## src/include/cursor_defines.svh

```systemverilog
`ifndef CURSOR_DEFINES_SVH
`define CURSOR_DEFINES_SVH

////////////////////////////////////////////////////////////
// 640x480 horizontal timing, in pixels
////////////////////////////////////////////////////////////
`define H_ACTIVE 640
`define H_FRONT  16
`define H_SYNC   96
`define H_TOTAL  800

////////////////////////////////////////////////////////////
// 640x480 vertical timing, in lines
////////////////////////////////////////////////////////////
`define V_ACTIVE 480
`define V_FRONT  10
`define V_SYNC   2
`define V_TOTAL  525

////////////////////////////////////////////////////////////
// cursor
////////////////////////////////////////////////////////////
`define CURSOR_SIZE 8    // side of the square box
`define START_X     320  // position after reset
`define START_Y     240

// clocks per one-pixel step
`define STEP_FAST 4
`define STEP_SLOW 16

`endif

```

## src/logic/key_pkg.sv

```systemverilog
package key_pkg;

  ////////////////////////////////////////////////////////////
  // keyboard event codes
  ////////////////////////////////////////////////////////////

  // make codes set a held key and break codes clear it
  // any code that is not listed here is ignored
  typedef enum logic [7:0] {
    MAKE_UP     = 8'h75,  // up arrow
    BREAK_UP    = 8'hF5,
    MAKE_DOWN   = 8'h72,  // down arrow
    BREAK_DOWN  = 8'hF2,
    MAKE_LEFT   = 8'h6B,  // left arrow
    BREAK_LEFT  = 8'hEB,
    MAKE_RIGHT  = 8'h74,  // right arrow
    BREAK_RIGHT = 8'hF4,
    MAKE_M      = 8'h3A,  // slow-step modifier
    BREAK_M     = 8'hBA,
    MAKE_SPACE  = 8'h29,  // colour change
    BREAK_SPACE = 8'hA9
  } key_event_e;

endpackage

```

## src/logic/video_pkg.sv

```systemverilog
package video_pkg;

  ////////////////////////////////////////////////////////////
  // pixel and colour types
  ////////////////////////////////////////////////////////////

  typedef logic [9:0]  coord_t;  // pixel or line index
  typedef logic [23:0] rgb_t;    // r in [23:16], g in [15:8], b in [7:0]

  // cursor colours, stepped in this order
  typedef enum logic [1:0] {
    COLOR_WHITE,
    COLOR_RED,
    COLOR_GREEN,
    COLOR_BLUE
  } cursor_color_e;

  ////////////////////////////////////////////////////////////
  // cursor palette
  ////////////////////////////////////////////////////////////

  function automatic rgb_t palette_rgb(input cursor_color_e color);
    rgb_t rgb;
    case (color)
      COLOR_WHITE: rgb = 24'hFFFFFF;
      COLOR_RED:   rgb = 24'hFF0000;
      COLOR_GREEN: rgb = 24'h00FF00;
      COLOR_BLUE:  rgb = 24'h0000FF;
      default:     rgb = 24'hFFFFFF;  // x on the input
    endcase
    return rgb;
  endfunction

endpackage

```

## src/logic/key_event_tracker.sv

```systemverilog
`timescale 1ns/100ps

module key_event_tracker (
  input  logic                CLK_25MHZ,
  input  logic                reset_from_key,
  input  logic                event_ready,
  input  key_pkg::key_event_e event_code,
  output logic                hold_up,
  output logic                hold_down,
  output logic                hold_left,
  output logic                hold_right,
  output logic                hold_slow,
  output logic                color_next
);

  import key_pkg::*;

  logic hold_space;  // space currently down

  // one register per key, set by make and cleared by break
  always_ff @(posedge CLK_25MHZ) begin
    if (reset_from_key) begin
      hold_up    <= 1'b0;
      hold_down  <= 1'b0;
      hold_left  <= 1'b0;
      hold_right <= 1'b0;
      hold_slow  <= 1'b0;
      hold_space <= 1'b0;
      color_next <= 1'b0;
    end else begin
      color_next <= 1'b0;  // single-cycle pulse
      if (event_ready) begin
        case (event_code)
          MAKE_UP:     hold_up    <= 1'b1;
          BREAK_UP:    hold_up    <= 1'b0;
          MAKE_DOWN:   hold_down  <= 1'b1;
          BREAK_DOWN:  hold_down  <= 1'b0;
          MAKE_LEFT:   hold_left  <= 1'b1;
          BREAK_LEFT:  hold_left  <= 1'b0;
          MAKE_RIGHT:  hold_right <= 1'b1;
          BREAK_RIGHT: hold_right <= 1'b0;
          MAKE_M:      hold_slow  <= 1'b1;
          BREAK_M:     hold_slow  <= 1'b0;
          MAKE_SPACE: begin
            hold_space <= 1'b1;
            color_next <= ~hold_space;  // typematic repeats are dropped
          end
          BREAK_SPACE: hold_space <= 1'b0;
          default: ;  // other keys
        endcase
      end
    end
  end

endmodule

```

## src/logic/cursor_mover.sv

```systemverilog
`timescale 1ns/100ps

`include "cursor_defines.svh"

module cursor_mover (
  input  logic                     CLK_25MHZ,
  input  logic                     reset_from_key,
  input  logic                     hold_up,
  input  logic                     hold_down,
  input  logic                     hold_left,
  input  logic                     hold_right,
  input  logic                     hold_slow,
  input  logic                     color_next,
  output video_pkg::coord_t        pointer_x,
  output video_pkg::coord_t        pointer_y,
  output video_pkg::cursor_color_e cursor_color
);

  import video_pkg::*;

  localparam coord_t X_MAX = coord_t'(`H_ACTIVE - `CURSOR_SIZE);  // last legal x
  localparam coord_t Y_MAX = coord_t'(`V_ACTIVE - `CURSOR_SIZE);  // last legal y

  logic [7:0] step_cnt;
  logic [7:0] step_last;  // final count of the current period
  logic       step_tick;
  logic       move_left;
  logic       move_right;
  logic       move_up;
  logic       move_down;

  ////////////////////////////////////////////////////////////
  // step timer
  ////////////////////////////////////////////////////////////

  assign step_last = hold_slow ? 8'(`STEP_SLOW - 1) : 8'(`STEP_FAST - 1);
  assign step_tick = (step_cnt >= step_last);  // >= covers a slow to fast switch

  always_ff @(posedge CLK_25MHZ) begin
    if (reset_from_key) begin
      step_cnt <= '0;
    end else if (step_tick) begin
      step_cnt <= '0;
    end else begin
      step_cnt <= step_cnt + 1'b1;
    end
  end

  ////////////////////////////////////////////////////////////
  // position
  ////////////////////////////////////////////////////////////

  // opposite keys cancel on their axis
  assign move_left  = hold_left & ~hold_right;
  assign move_right = hold_right & ~hold_left;
  assign move_up    = hold_up & ~hold_down;
  assign move_down  = hold_down & ~hold_up;

  always_ff @(posedge CLK_25MHZ) begin
    if (reset_from_key) begin
      pointer_x <= coord_t'(`START_X);
      pointer_y <= coord_t'(`START_Y);
    end else if (step_tick) begin
      if (move_left && pointer_x != '0) begin
        pointer_x <= pointer_x - 1'b1;
      end else if (move_right && pointer_x < X_MAX) begin
        pointer_x <= pointer_x + 1'b1;
      end
      if (move_up && pointer_y != '0) begin  // y grows downward
        pointer_y <= pointer_y - 1'b1;
      end else if (move_down && pointer_y < Y_MAX) begin
        pointer_y <= pointer_y + 1'b1;
      end
    end
  end

  ////////////////////////////////////////////////////////////
  // colour
  ////////////////////////////////////////////////////////////

  always_ff @(posedge CLK_25MHZ) begin
    if (reset_from_key) begin
      cursor_color <= COLOR_WHITE;
    end else if (color_next) begin
      cursor_color <= cursor_color_e'(cursor_color + 2'd1);  // wraps blue to white
    end
  end

endmodule

```

## src/logic/raster_mixer.sv

```systemverilog
`timescale 1ns/100ps

`include "cursor_defines.svh"

module raster_mixer (
  input  logic                     CLK_25MHZ,
  input  logic                     reset_from_key,
  input  video_pkg::rgb_t          bg_rgb,
  input  video_pkg::coord_t        pointer_x,
  input  video_pkg::coord_t        pointer_y,
  input  video_pkg::cursor_color_e cursor_color,
  output video_pkg::rgb_t          vga_rgb,
  output logic                     vga_de,
  output logic                     vga_hs,
  output logic                     vga_vs
);

  import video_pkg::*;

  localparam coord_t H_LAST     = coord_t'(`H_TOTAL - 1);
  localparam coord_t V_LAST     = coord_t'(`V_TOTAL - 1);
  localparam coord_t HS_START   = coord_t'(`H_ACTIVE + `H_FRONT);
  localparam coord_t HS_END     = coord_t'(`H_ACTIVE + `H_FRONT + `H_SYNC);
  localparam coord_t VS_START   = coord_t'(`V_ACTIVE + `V_FRONT);
  localparam coord_t VS_END     = coord_t'(`V_ACTIVE + `V_FRONT + `V_SYNC);
  localparam coord_t H_VISIBLE  = coord_t'(`H_ACTIVE);
  localparam coord_t V_VISIBLE  = coord_t'(`V_ACTIVE);
  localparam logic [10:0] BOX_W = 11'(`CURSOR_SIZE);

  coord_t      h_cnt;
  coord_t      v_cnt;
  logic        active;
  logic        hs_on;  // inside the sync pulse
  logic        vs_on;
  logic [10:0] box_x_end;  // one past the box, wide enough not to wrap
  logic [10:0] box_y_end;
  logic        in_box;
  rgb_t        pixel;

  ////////////////////////////////////////////////////////////
  // raster counters
  ////////////////////////////////////////////////////////////

  always_ff @(posedge CLK_25MHZ) begin
    if (reset_from_key) begin
      h_cnt <= '0;
      v_cnt <= '0;
    end else if (h_cnt == H_LAST) begin
      h_cnt <= '0;
      v_cnt <= (v_cnt == V_LAST) ? '0 : v_cnt + 1'b1;  // new frame after last line
    end else begin
      h_cnt <= h_cnt + 1'b1;
    end
  end

  ////////////////////////////////////////////////////////////
  // decode and overlay
  ////////////////////////////////////////////////////////////

  assign active = (h_cnt < H_VISIBLE) && (v_cnt < V_VISIBLE);
  assign hs_on  = (h_cnt >= HS_START) && (h_cnt < HS_END);
  assign vs_on  = (v_cnt >= VS_START) && (v_cnt < VS_END);

  assign box_x_end = {1'b0, pointer_x} + BOX_W;
  assign box_y_end = {1'b0, pointer_y} + BOX_W;
  assign in_box    = (h_cnt >= pointer_x) && ({1'b0, h_cnt} < box_x_end) &&
                     (v_cnt >= pointer_y) && ({1'b0, v_cnt} < box_y_end);

  always_comb begin
    if (!active) begin
      pixel = '0;  // black in blanking
    end else if (in_box) begin
      pixel = palette_rgb(cursor_color);
    end else begin
      pixel = bg_rgb;
    end
  end

  // all video outputs leave on the same edge
  always_ff @(posedge CLK_25MHZ) begin
    if (reset_from_key) begin
      vga_rgb <= '0;
      vga_de  <= 1'b0;
      vga_hs  <= 1'b1;  // syncs idle high
      vga_vs  <= 1'b1;
    end else begin
      vga_rgb <= pixel;
      vga_de  <= active;
      vga_hs  <= ~hs_on;
      vga_vs  <= ~vs_on;
    end
  end

endmodule

```

## src/logic/cursor_display_top.sv

```systemverilog
`timescale 1ns/100ps

module cursor_display_top (
  input  logic                CLK_25MHZ,
  input  logic                reset_from_key,
  input  logic                event_ready,
  input  key_pkg::key_event_e event_code,
  input  video_pkg::rgb_t     bg_rgb,
  output video_pkg::rgb_t     vga_rgb,
  output logic                vga_de,
  output logic                vga_hs,
  output logic                vga_vs,
  output video_pkg::coord_t   pointer_x,
  output video_pkg::coord_t   pointer_y
);

  import video_pkg::*;

  logic          hold_up;
  logic          hold_down;
  logic          hold_left;
  logic          hold_right;
  logic          hold_slow;
  logic          color_next;
  cursor_color_e cursor_color;

  ////////////////////////////////////////////////////////////
  // keyboard events to held keys
  ////////////////////////////////////////////////////////////

  key_event_tracker i_key_event_tracker (
    .CLK_25MHZ      (CLK_25MHZ),
    .reset_from_key (reset_from_key),
    .event_ready    (event_ready),
    .event_code     (event_code),
    .hold_up        (hold_up),
    .hold_down      (hold_down),
    .hold_left      (hold_left),
    .hold_right     (hold_right),
    .hold_slow      (hold_slow),
    .color_next     (color_next)
  );

  cursor_mover i_cursor_mover (
    .CLK_25MHZ      (CLK_25MHZ),
    .reset_from_key (reset_from_key),
    .hold_up        (hold_up),
    .hold_down      (hold_down),
    .hold_left      (hold_left),
    .hold_right     (hold_right),
    .hold_slow      (hold_slow),
    .color_next     (color_next),
    .pointer_x      (pointer_x),    // also exported
    .pointer_y      (pointer_y),
    .cursor_color   (cursor_color)
  );

  ////////////////////////////////////////////////////////////
  // video out
  ////////////////////////////////////////////////////////////

  raster_mixer i_raster_mixer (
    .CLK_25MHZ      (CLK_25MHZ),
    .reset_from_key (reset_from_key),
    .bg_rgb         (bg_rgb),
    .pointer_x      (pointer_x),
    .pointer_y      (pointer_y),
    .cursor_color   (cursor_color),
    .vga_rgb        (vga_rgb),
    .vga_de         (vga_de),
    .vga_hs         (vga_hs),
    .vga_vs         (vga_vs)
  );

endmodule

```

## config.mk

```make
export PLATFORM = sky130hd
export DESIGN_NAME = cursor_display_top
export DESIGN_NICKNAME = d
export VERILOG_FILES = /design/src/logic/key_pkg.sv /design/src/logic/video_pkg.sv /design/src/logic/key_event_tracker.sv /design/src/logic/cursor_mover.sv /design/src/logic/raster_mixer.sv /design/src/logic/cursor_display_top.sv
export VERILOG_INCLUDE_DIRS = /design/src /design/src/include
export SDC_FILE = /design/constraint.sdc
export NUM_CORES = 1
export LEC_CHECK = 0
export BUFFER_PORTS_ARGS = -buffer_cell sky130_fd_sc_hd__buf_2
export CAP_MARGIN = 40
export CORE_MARGIN = 2
export CORE_UTILIZATION = 36
export CTS_CLUSTER_DIAMETER = 200
export DETAILED_ROUTE_END_ITERATION = 12
export HOLD_SLACK_MARGIN = 0.02
export PLACE_DENSITY = 0.61
export SLEW_MARGIN = 10
export SYNTH_ARGS = -nofsm -noshare
export SYNTH_HDL_FRONTEND = slang
export SYNTH_HIERARCHICAL = 1
export SYNTH_SLANG_ARGS = --single-unit
export TNS_END_PERCENT = 30
```

## constraint.sdc

```tcl
create_clock -name CLK_25MHZ -period 7.9 [get_ports CLK_25MHZ]
set_input_delay 1.58 -clock CLK_25MHZ [delete_from_list [all_inputs] [get_ports CLK_25MHZ]]
set_output_delay 1.58 -clock CLK_25MHZ [all_outputs]
set_load 0.02 [all_outputs]
```

==> results.toml, run 1 <==
[floorplanning]
die_w_um = 124.1
core-area_mm2 = 0.01399
die_area_mm2 = 0.01539
rows = 43
io_pins = 82
start_util = 0.3710
die_h_um = 124.1

[clock_network]
htreeDepth = 3
postCtsSetupRepairBufs = 0
clock_sinks = 84
hold_buffers = 0
insertion_delay_ps = 350
cts_resized = 0
cts_buffer_depth = 2
tritoncts = "done"
path_clk_slew_ps = 70
cts_buffers = 9
cts-root-buf = "clkbuf_16"

[critical_path]
arrival_ps = 3570
r2r_slack_ps = 4600
path_class = "flop to flop"
cp_cell_sequence = "ha_1 -> nand3_1 -> xnor2_1 -> ha_1 -> o21a_1 -> nor2_1 -> a41oi_1 -> nand4_1 -> and4_1 -> nor3_2"
endpoint_kind = "flop"
setup.worst_path.start_class = "flop"
cp_slowest_cell = "nand4_1"
cpPeakStageDelay_ps = 660
worstPathMaxFanout = 20
crit_top_cell = "ha_1"
crit_required_ps = 8170

[timing]
fmax_mhz = 303.1
rsz0062_at_grt = "false"
finalHoldViolCount = 0
setup_viol = 0
slew_violations = 0
fin_skew_ps = 8.522
slew_headroom = 0.4607
min_period_ps = 3299
tightest_slew_ps = 806.5
finalCritPeriodShare = 0.4176
timing.setup.tns_ps = 0

[placed_design]
portBuffers = 81
place.gp.congestion = 0.8313
dpl.cell_count = 833
dp_hpwl_um = 8862

[cells_and_area]
antenna_cells = 0
area_growth_syn_to_layout_pct = 16.49
nets = 763
fillers = 1415
fin_util = 0.4322
layout-drive-gt1-share = 0.1943
stdcell_count = 849

[grt]
grt_max_degree = 35
grt_pass1_vias = 4167
grt_first_pass_wirelength_um = 19420
use_met1 = 0.1997
antenna_found_initial = 0
grt_usage = 0.1599
grt_util_met2 = 0.2664
use_met3 = 0.05082
gr-max-usage-layer = "met2"
grt-ovfl-total = 0

[routing]
dr.pass1.iters = 4
drtAntennaViolNets = 0
wirelength_um = 11680
via_per_inst = 5.194
drcViolationCount = 0
num_vias = 4410
routedWlPerCell_um = 13.76
drt_iter0_drc = 130

[synthesis]
yosysTopAreaCellShare = 0.3240
synth_warnings = 6
synth_fa_ha_area_frac = 0.1572
synth.distinct_cells = 59
synth_compound_area_frac = 0.1348
yosys-top-cells-area = "dfxtp_1 32%, ha_1 15%, xnor2_1 4.7%"
ys_ff_latch = 84
syn_area_mm2 = 0.005190
synth.area.mux_share = 0.03785
synth_simple_gate_area_share = 0.2218
yosys.area.top_type = "dfxtp_1"
async_flop_share = 0
synth_common_cells = "84 x dfxtp_1, 62 x ha_1, 56 x nor2_1, 34 x inv_1, 33 x nand2_1"
ys.flop_type = "dfxtp_1"
avgSynthCellArea_um2 = 8.872
synth_cells = 585
synth_edf_count = 0
yosys.cell_count.top_type = "dfxtp_1"
ys_seq_area_frac = 0.3240
synth-xor-area-share = 0.07594
synth_top_family_by_area = "simple AND/OR/NAND/NOR gates"

[run_status]
status = "finished clean"

[pwr]
seqPwrFrac = 0.483
p_leak_nw = 2.678
p_sw_uw = 227.9
powerDensity_mw_per_mm2 = 149.7
swShare = 0.2518
intPower_uw = 677.1
p_clk_frac = 0.452
combPwrFrac = 0.065
peakVddDrop_uv = 141.4

[min_path]
worstHoldPathType = "flop to flop"

[job]
maxCapViolations = 0
-- kinds of logic (layout without fill, tap and decap cells) --
| kind of cell | after synthesis | in the layout |
|---|---|---|
| other | 1 | 3 |
| XOR/XNOR | 45 | 45 |
| AO/OA/AOI/OAI | 110 | 110 |
| buffers and inverters | 55 | 137 |
| flip-flops | 84 | 84 |
| adder cells (fa/ha/maj) | 64 | 64 |
| multiplexers | 19 | 19 |
| AND/OR/NAND/NOR | 207 | 207 |
-- critical path: cells and delay by family, from the launching register on --
kind	cells	cell delay, ps
fa+ha+maj	2	560
compound gates	2	260
simple gates	5	1660
xor+xnor	1	150
flops	1	580
-- cell type report --
cell class,instances,area [µm²],area share
well taps,180,225.2,0.03725
repair buffers,86,450.4,0.07450
flip-flops and latches,84,1682,0.2781
inverters,35,131.4,0.02173
clock inverters,7,63.81,0.01055
clock buffers,9,225.2,0.03725
multi-input cells,448,3268,0.5406
-- per-stage QoR --
stage	area [µm²]	hold WS, ps	total power, mW	setup WS [ps]
CTS	6046	438.8	0.9183	4566
detailed placement	5757	427.5	0.5066	4565
global route	6046	453.1	0.9439	4214
global placement	5727	418.7	0.5036	4142
finish	6046	430.2	0.9051	4601
floorplan	5197	409.9	0.4822	4530
-- placed cells by master, fill, tap and decap left out, drive strengths merged, types with 3 or more instances in the layout --
| master | Yosys | layout |
|---|---|---|
| buf | 13 | 86 |
| dfxtp | 84 | 84 |
| ha | 62 | 62 |
| nor2 | 56 | 56 |
| inv | 34 | 38 |
| nand2 | 33 | 33 |
| a21oi | 30 | 30 |
| xnor2 | 28 | 28 |
| nor3 | 27 | 27 |
| o21ai | 24 | 24 |
| nand3 | 23 | 23 |
| a31oi | 20 | 20 |
| xor2 | 17 | 17 |
| mux2i | 17 | 17 |
| nand4 | 13 | 13 |
| nand2b | 11 | 11 |
| a21o | 10 | 10 |
| clkbuf | 7 | 9 |
| nor4 | 7 | 7 |
| and4 | 7 | 7 |
| nor2b | 6 | 6 |
| a211oi | 6 | 6 |
| o21a | 4 | 4 |
| or3 | 4 | 4 |
| or2 | 4 | 4 |
| nand3b | 3 | 3 |
| and3 | 3 | 3 |
| conb | 1 | 3 |
| nand4b | 3 | 3 |
-- power groups by stage --
stage	sequential, mW	clock, mW	combinational (mW)
floorplan	0.456	0	0.0262
global placement	0.447	0	0.0567
detailed placement	0.447	0	0.0593
CTS	0.438	0.421	0.0595
global route	0.438	0.440	0.0655
finish	0.437	0.409	0.0586
-- registers in the layout, summed over array words and instances (netlist names) --
name                            count
i_key_event_tracker/hold_up         1
i_key_event_tracker/hold_right      1
i_cursor_mover/step_cnt             8
i_raster_mixer/vga_rgb             24
i_key_event_tracker/hold_left       1
i_cursor_mover/pointer_y           10
i_cursor_mover/cursor_color         2
i_raster_mixer/vga_vs               1
i_key_event_tracker/hold_down       1
i_cursor_mover/pointer_x           10
i_key_event_tracker/color_next      1
i_key_event_tracker/hold_space      1
i_raster_mixer/vga_hs               1
i_raster_mixer/v_cnt               10
i_raster_mixer/h_cnt               10
i_key_event_tracker/hold_slow       1
i_raster_mixer/vga_de               1
-- path summary, 6_finish.rpt --
path,startpoint,end,cells past startpoint
max reg2reg,i_cursor_mover/pointer_y[3],i_raster_mixer/vga_rgb[21],10
min,i_key_event_tracker/hold_space,i_key_event_tracker/color_next,1
max,i_cursor_mover/pointer_y[3],i_raster_mixer/vga_rgb[21],10
min reg2reg,i_key_event_tracker/hold_space,i_key_event_tracker/color_next,1
-- per-layer routing --
layer  share of wire  vias to the layer above
li1                -                     2241
met1            0.46                     2045
met2            0.46                      108
met3           0.058                       16
met4           0.014                        0
met5               0                        -
(Power assumes the default switching activity.)
==> inputs of run 2 (changes only) <==
- PLACE_DENSITY: 0.61 -> 0.63
- clock period: 7.9 -> 2.64 ns (I/O delays scaled with it)
==> run 2 against run 1 <==
The flow now finishes with violations (setup timing). Sequential power increased to 3.0 times the previous value. First-iteration DRC count decreased by 3.1%. Routed wire length increased by 6.4%. Non-clock buffer count increased by 59. Largest cell class unchanged.
==> results.toml, run 2 (synthesis results as in run 1) <==
[routing]
drtAntennaViolNets = 0
dr.pass1.iters = 4
num_vias = 4698
routedWlPerCell_um = 13.69
via_per_inst = 5.174
drcViolationCount = 0
wirelength_um = 12430
drt_iter0_drc = 126

[critical_path]
worstPathMaxFanout = 6
cp.depth = 9
cp_cell_sequence = "nor4_4 -> a311oi_4 -> buf_4 -> ha_1 -> a21o_1 -> a31oi_1 -> o21ai_1 -> mux2_4 -> mux2_4"
setup.worst_path.start_class = "flop"
path_class = "flop to flop"
timing.rr.start = "i_cursor_mover/pointer_x[0]"
arrival_ps = 2880
critPathLaunch = "i_cursor_mover/pointer_x[0]"
cpPeakStageDelay_ps = 340
crit_family = "compound AO/OA/AOI/OAI gates"
crit_top_cell = "mux2_4"
crit_required_ps = 2880
reg2regPathDepth = 9
path_buf_inv = 1
cp_slowest_cell = "nor4_4"
endpoint_kind = "flop"

[timing]
timing.setup.tns_ps = -2.002
slew_headroom = 0.5825
finalCritPeriodShare = 1.001
fin_ws_ps = -2.002
fmax_mhz = 378.5
finalHoldViolCount = 0
rsz0062_at_grt = "true"
setup_viol = 1
tightest_slew_ps = 623.9
holdWs_ps = 409.7
fin_skew_ps = 6.659
min_period_ps = 2642
slew_violations = 0

[clock_network]
cts_buffer_depth = 2
clock_sinks = 84
insertion_delay_ps = 350
htreeDepth = 3
tritoncts = "done"
hold_buffers = 0
cts_buffers = 9
path_clk_slew_ps = 60
cts-root-buf = "clkbuf_16"

[min_path]
min_path_cells = 3
hold_start = "bg_rgb[7]"
worstHoldPathType = "primary input to flop"

[grt]
grt_first_pass_wirelength_um = 20570
grt-ovfl-total = 0
gr-max-usage-layer = "met2"
grt_util_met2 = 0.2773
use_met1 = 0.2109
use_met3 = 0.04075
grt_usage = 0.1669
grt_max_degree = 24
antenna_found_initial = 0
grt_pass1_vias = 4476

[pwr]
p_clk_frac = 0.473
swShare = 0.2321
peakVddDrop_uv = 289.1
intPower_mw = 2.165
power.total_mw = 2.819
combPwrFrac = 0.064
powerDensity_mw_per_mm2 = 418.1
seqPwrFrac = 0.463
p_sw_uw = 654.3
p_leak_nw = 2.997

[cells_and_area]
top_register = "i_raster_mixer/vga_rgb"
antenna_cells = 0
area_growth_syn_to_layout_pct = 29.89
nets = 822
largest_reg_flops = 24
stdcell_count = 908
final_common_cell = "buf_2"
mostFrequentLayoutCells = "81 x buf_2, 72 x dfxtp_1, 63 x buf_4"
stdcell_area_mm2 = 0.006741
layout-drive-gt1-share = 0.3173

[run_status]
violations = "setup timing"
status = "finished with violations"

[floorplanning]
rows = 43
start_util = 0.3710
die_w_um = 124.1
die_h_um = 124.1
die_area_mm2 = 0.01539
core-area_mm2 = 0.01399
io_pins = 82

[placed_design]
dp_hpwl_um = 9622
portBuffers = 81
place.gp.congestion = 0.8714
placed_cell_area_mm2 = 0.006173
dpl.cell_count = 879

[job]
maxCapViolations = 0
run 2: changes by cell type in the layout (fill, tap and decap cells not counted), sizes merged:
cell,delta
buf,+59
clkbuf,+2
clkinvlp,-2
inv,-2
bufinv,+1
clkinv,+1
run 2: worst paths after layout:
| path | end | slack (ps) |
|---|---|---|
| hold / removal | i_raster_mixer/vga_rgb[7] | 410 |
| hold reg to reg | i_key_event_tracker/color_next | 440 |
| setup reg to reg | i_cursor_mover/pointer_x[9] | -2 |
| setup / recovery | i_cursor_mover/pointer_x[9] | -2 |
run 2: per-stage QoR:
stage | utilization | setup WS [ps]
global route | 0.4819 | -98.69
floorplan | - | -41.62
detailed placement | 0.4413 | -123.1
CTS | 0.4691 | -19.96
global placement | 0.4408 | -83.10
finish | 0.4819 | -2.002
run 2: final cells by class:
class,count,area [µm²]
clock buffer,11,252.7
clock inverter,5,67.56
fill,1338,7247
inverter,35,131.4
multi-input combinational,448,3467
sequential,84,1704
tap,180,225.2
timing repair buffer,145,893.4
run 2: repair_timing:
item                       4_1_cts  5_1_grt
setup buffers                    4        9
resized for setup               11       25
pin swaps                        5       19
setup endpoints to repair       16       31
run 2: per-layer routing:
layer  routed length [µm]  share of wire  vias to the layer above
met5                    0              0                        -
met3                  667          0.054                       17
met1                 5799           0.47                     2208
met4                  210          0.017                        0
li1                     -              -                     2369
met2                 5754           0.46                      104
run 2: power by group through the flow:
stage	logic, mW	clock network (mW)	registers, mW
final	0.181	1.33	1.31
after global routing	0.202	1.42	1.31
after CTS	0.182	1.37	1.31
after detailed placement	0.181	0	1.34
after global placement	0.176	0	1.33
after floorplan	0.0789	0	1.36
run 2: worst register-to-register path, delay by kind of cell, from the launching register on:
family	cells	cell delay, ps
buffers and inverters	1	190
muxes	2	610
and+or+nand+nor	1	340
DFF	1	330
adders and majority gates	1	340
AOI/OAI and AO/OA	4	720
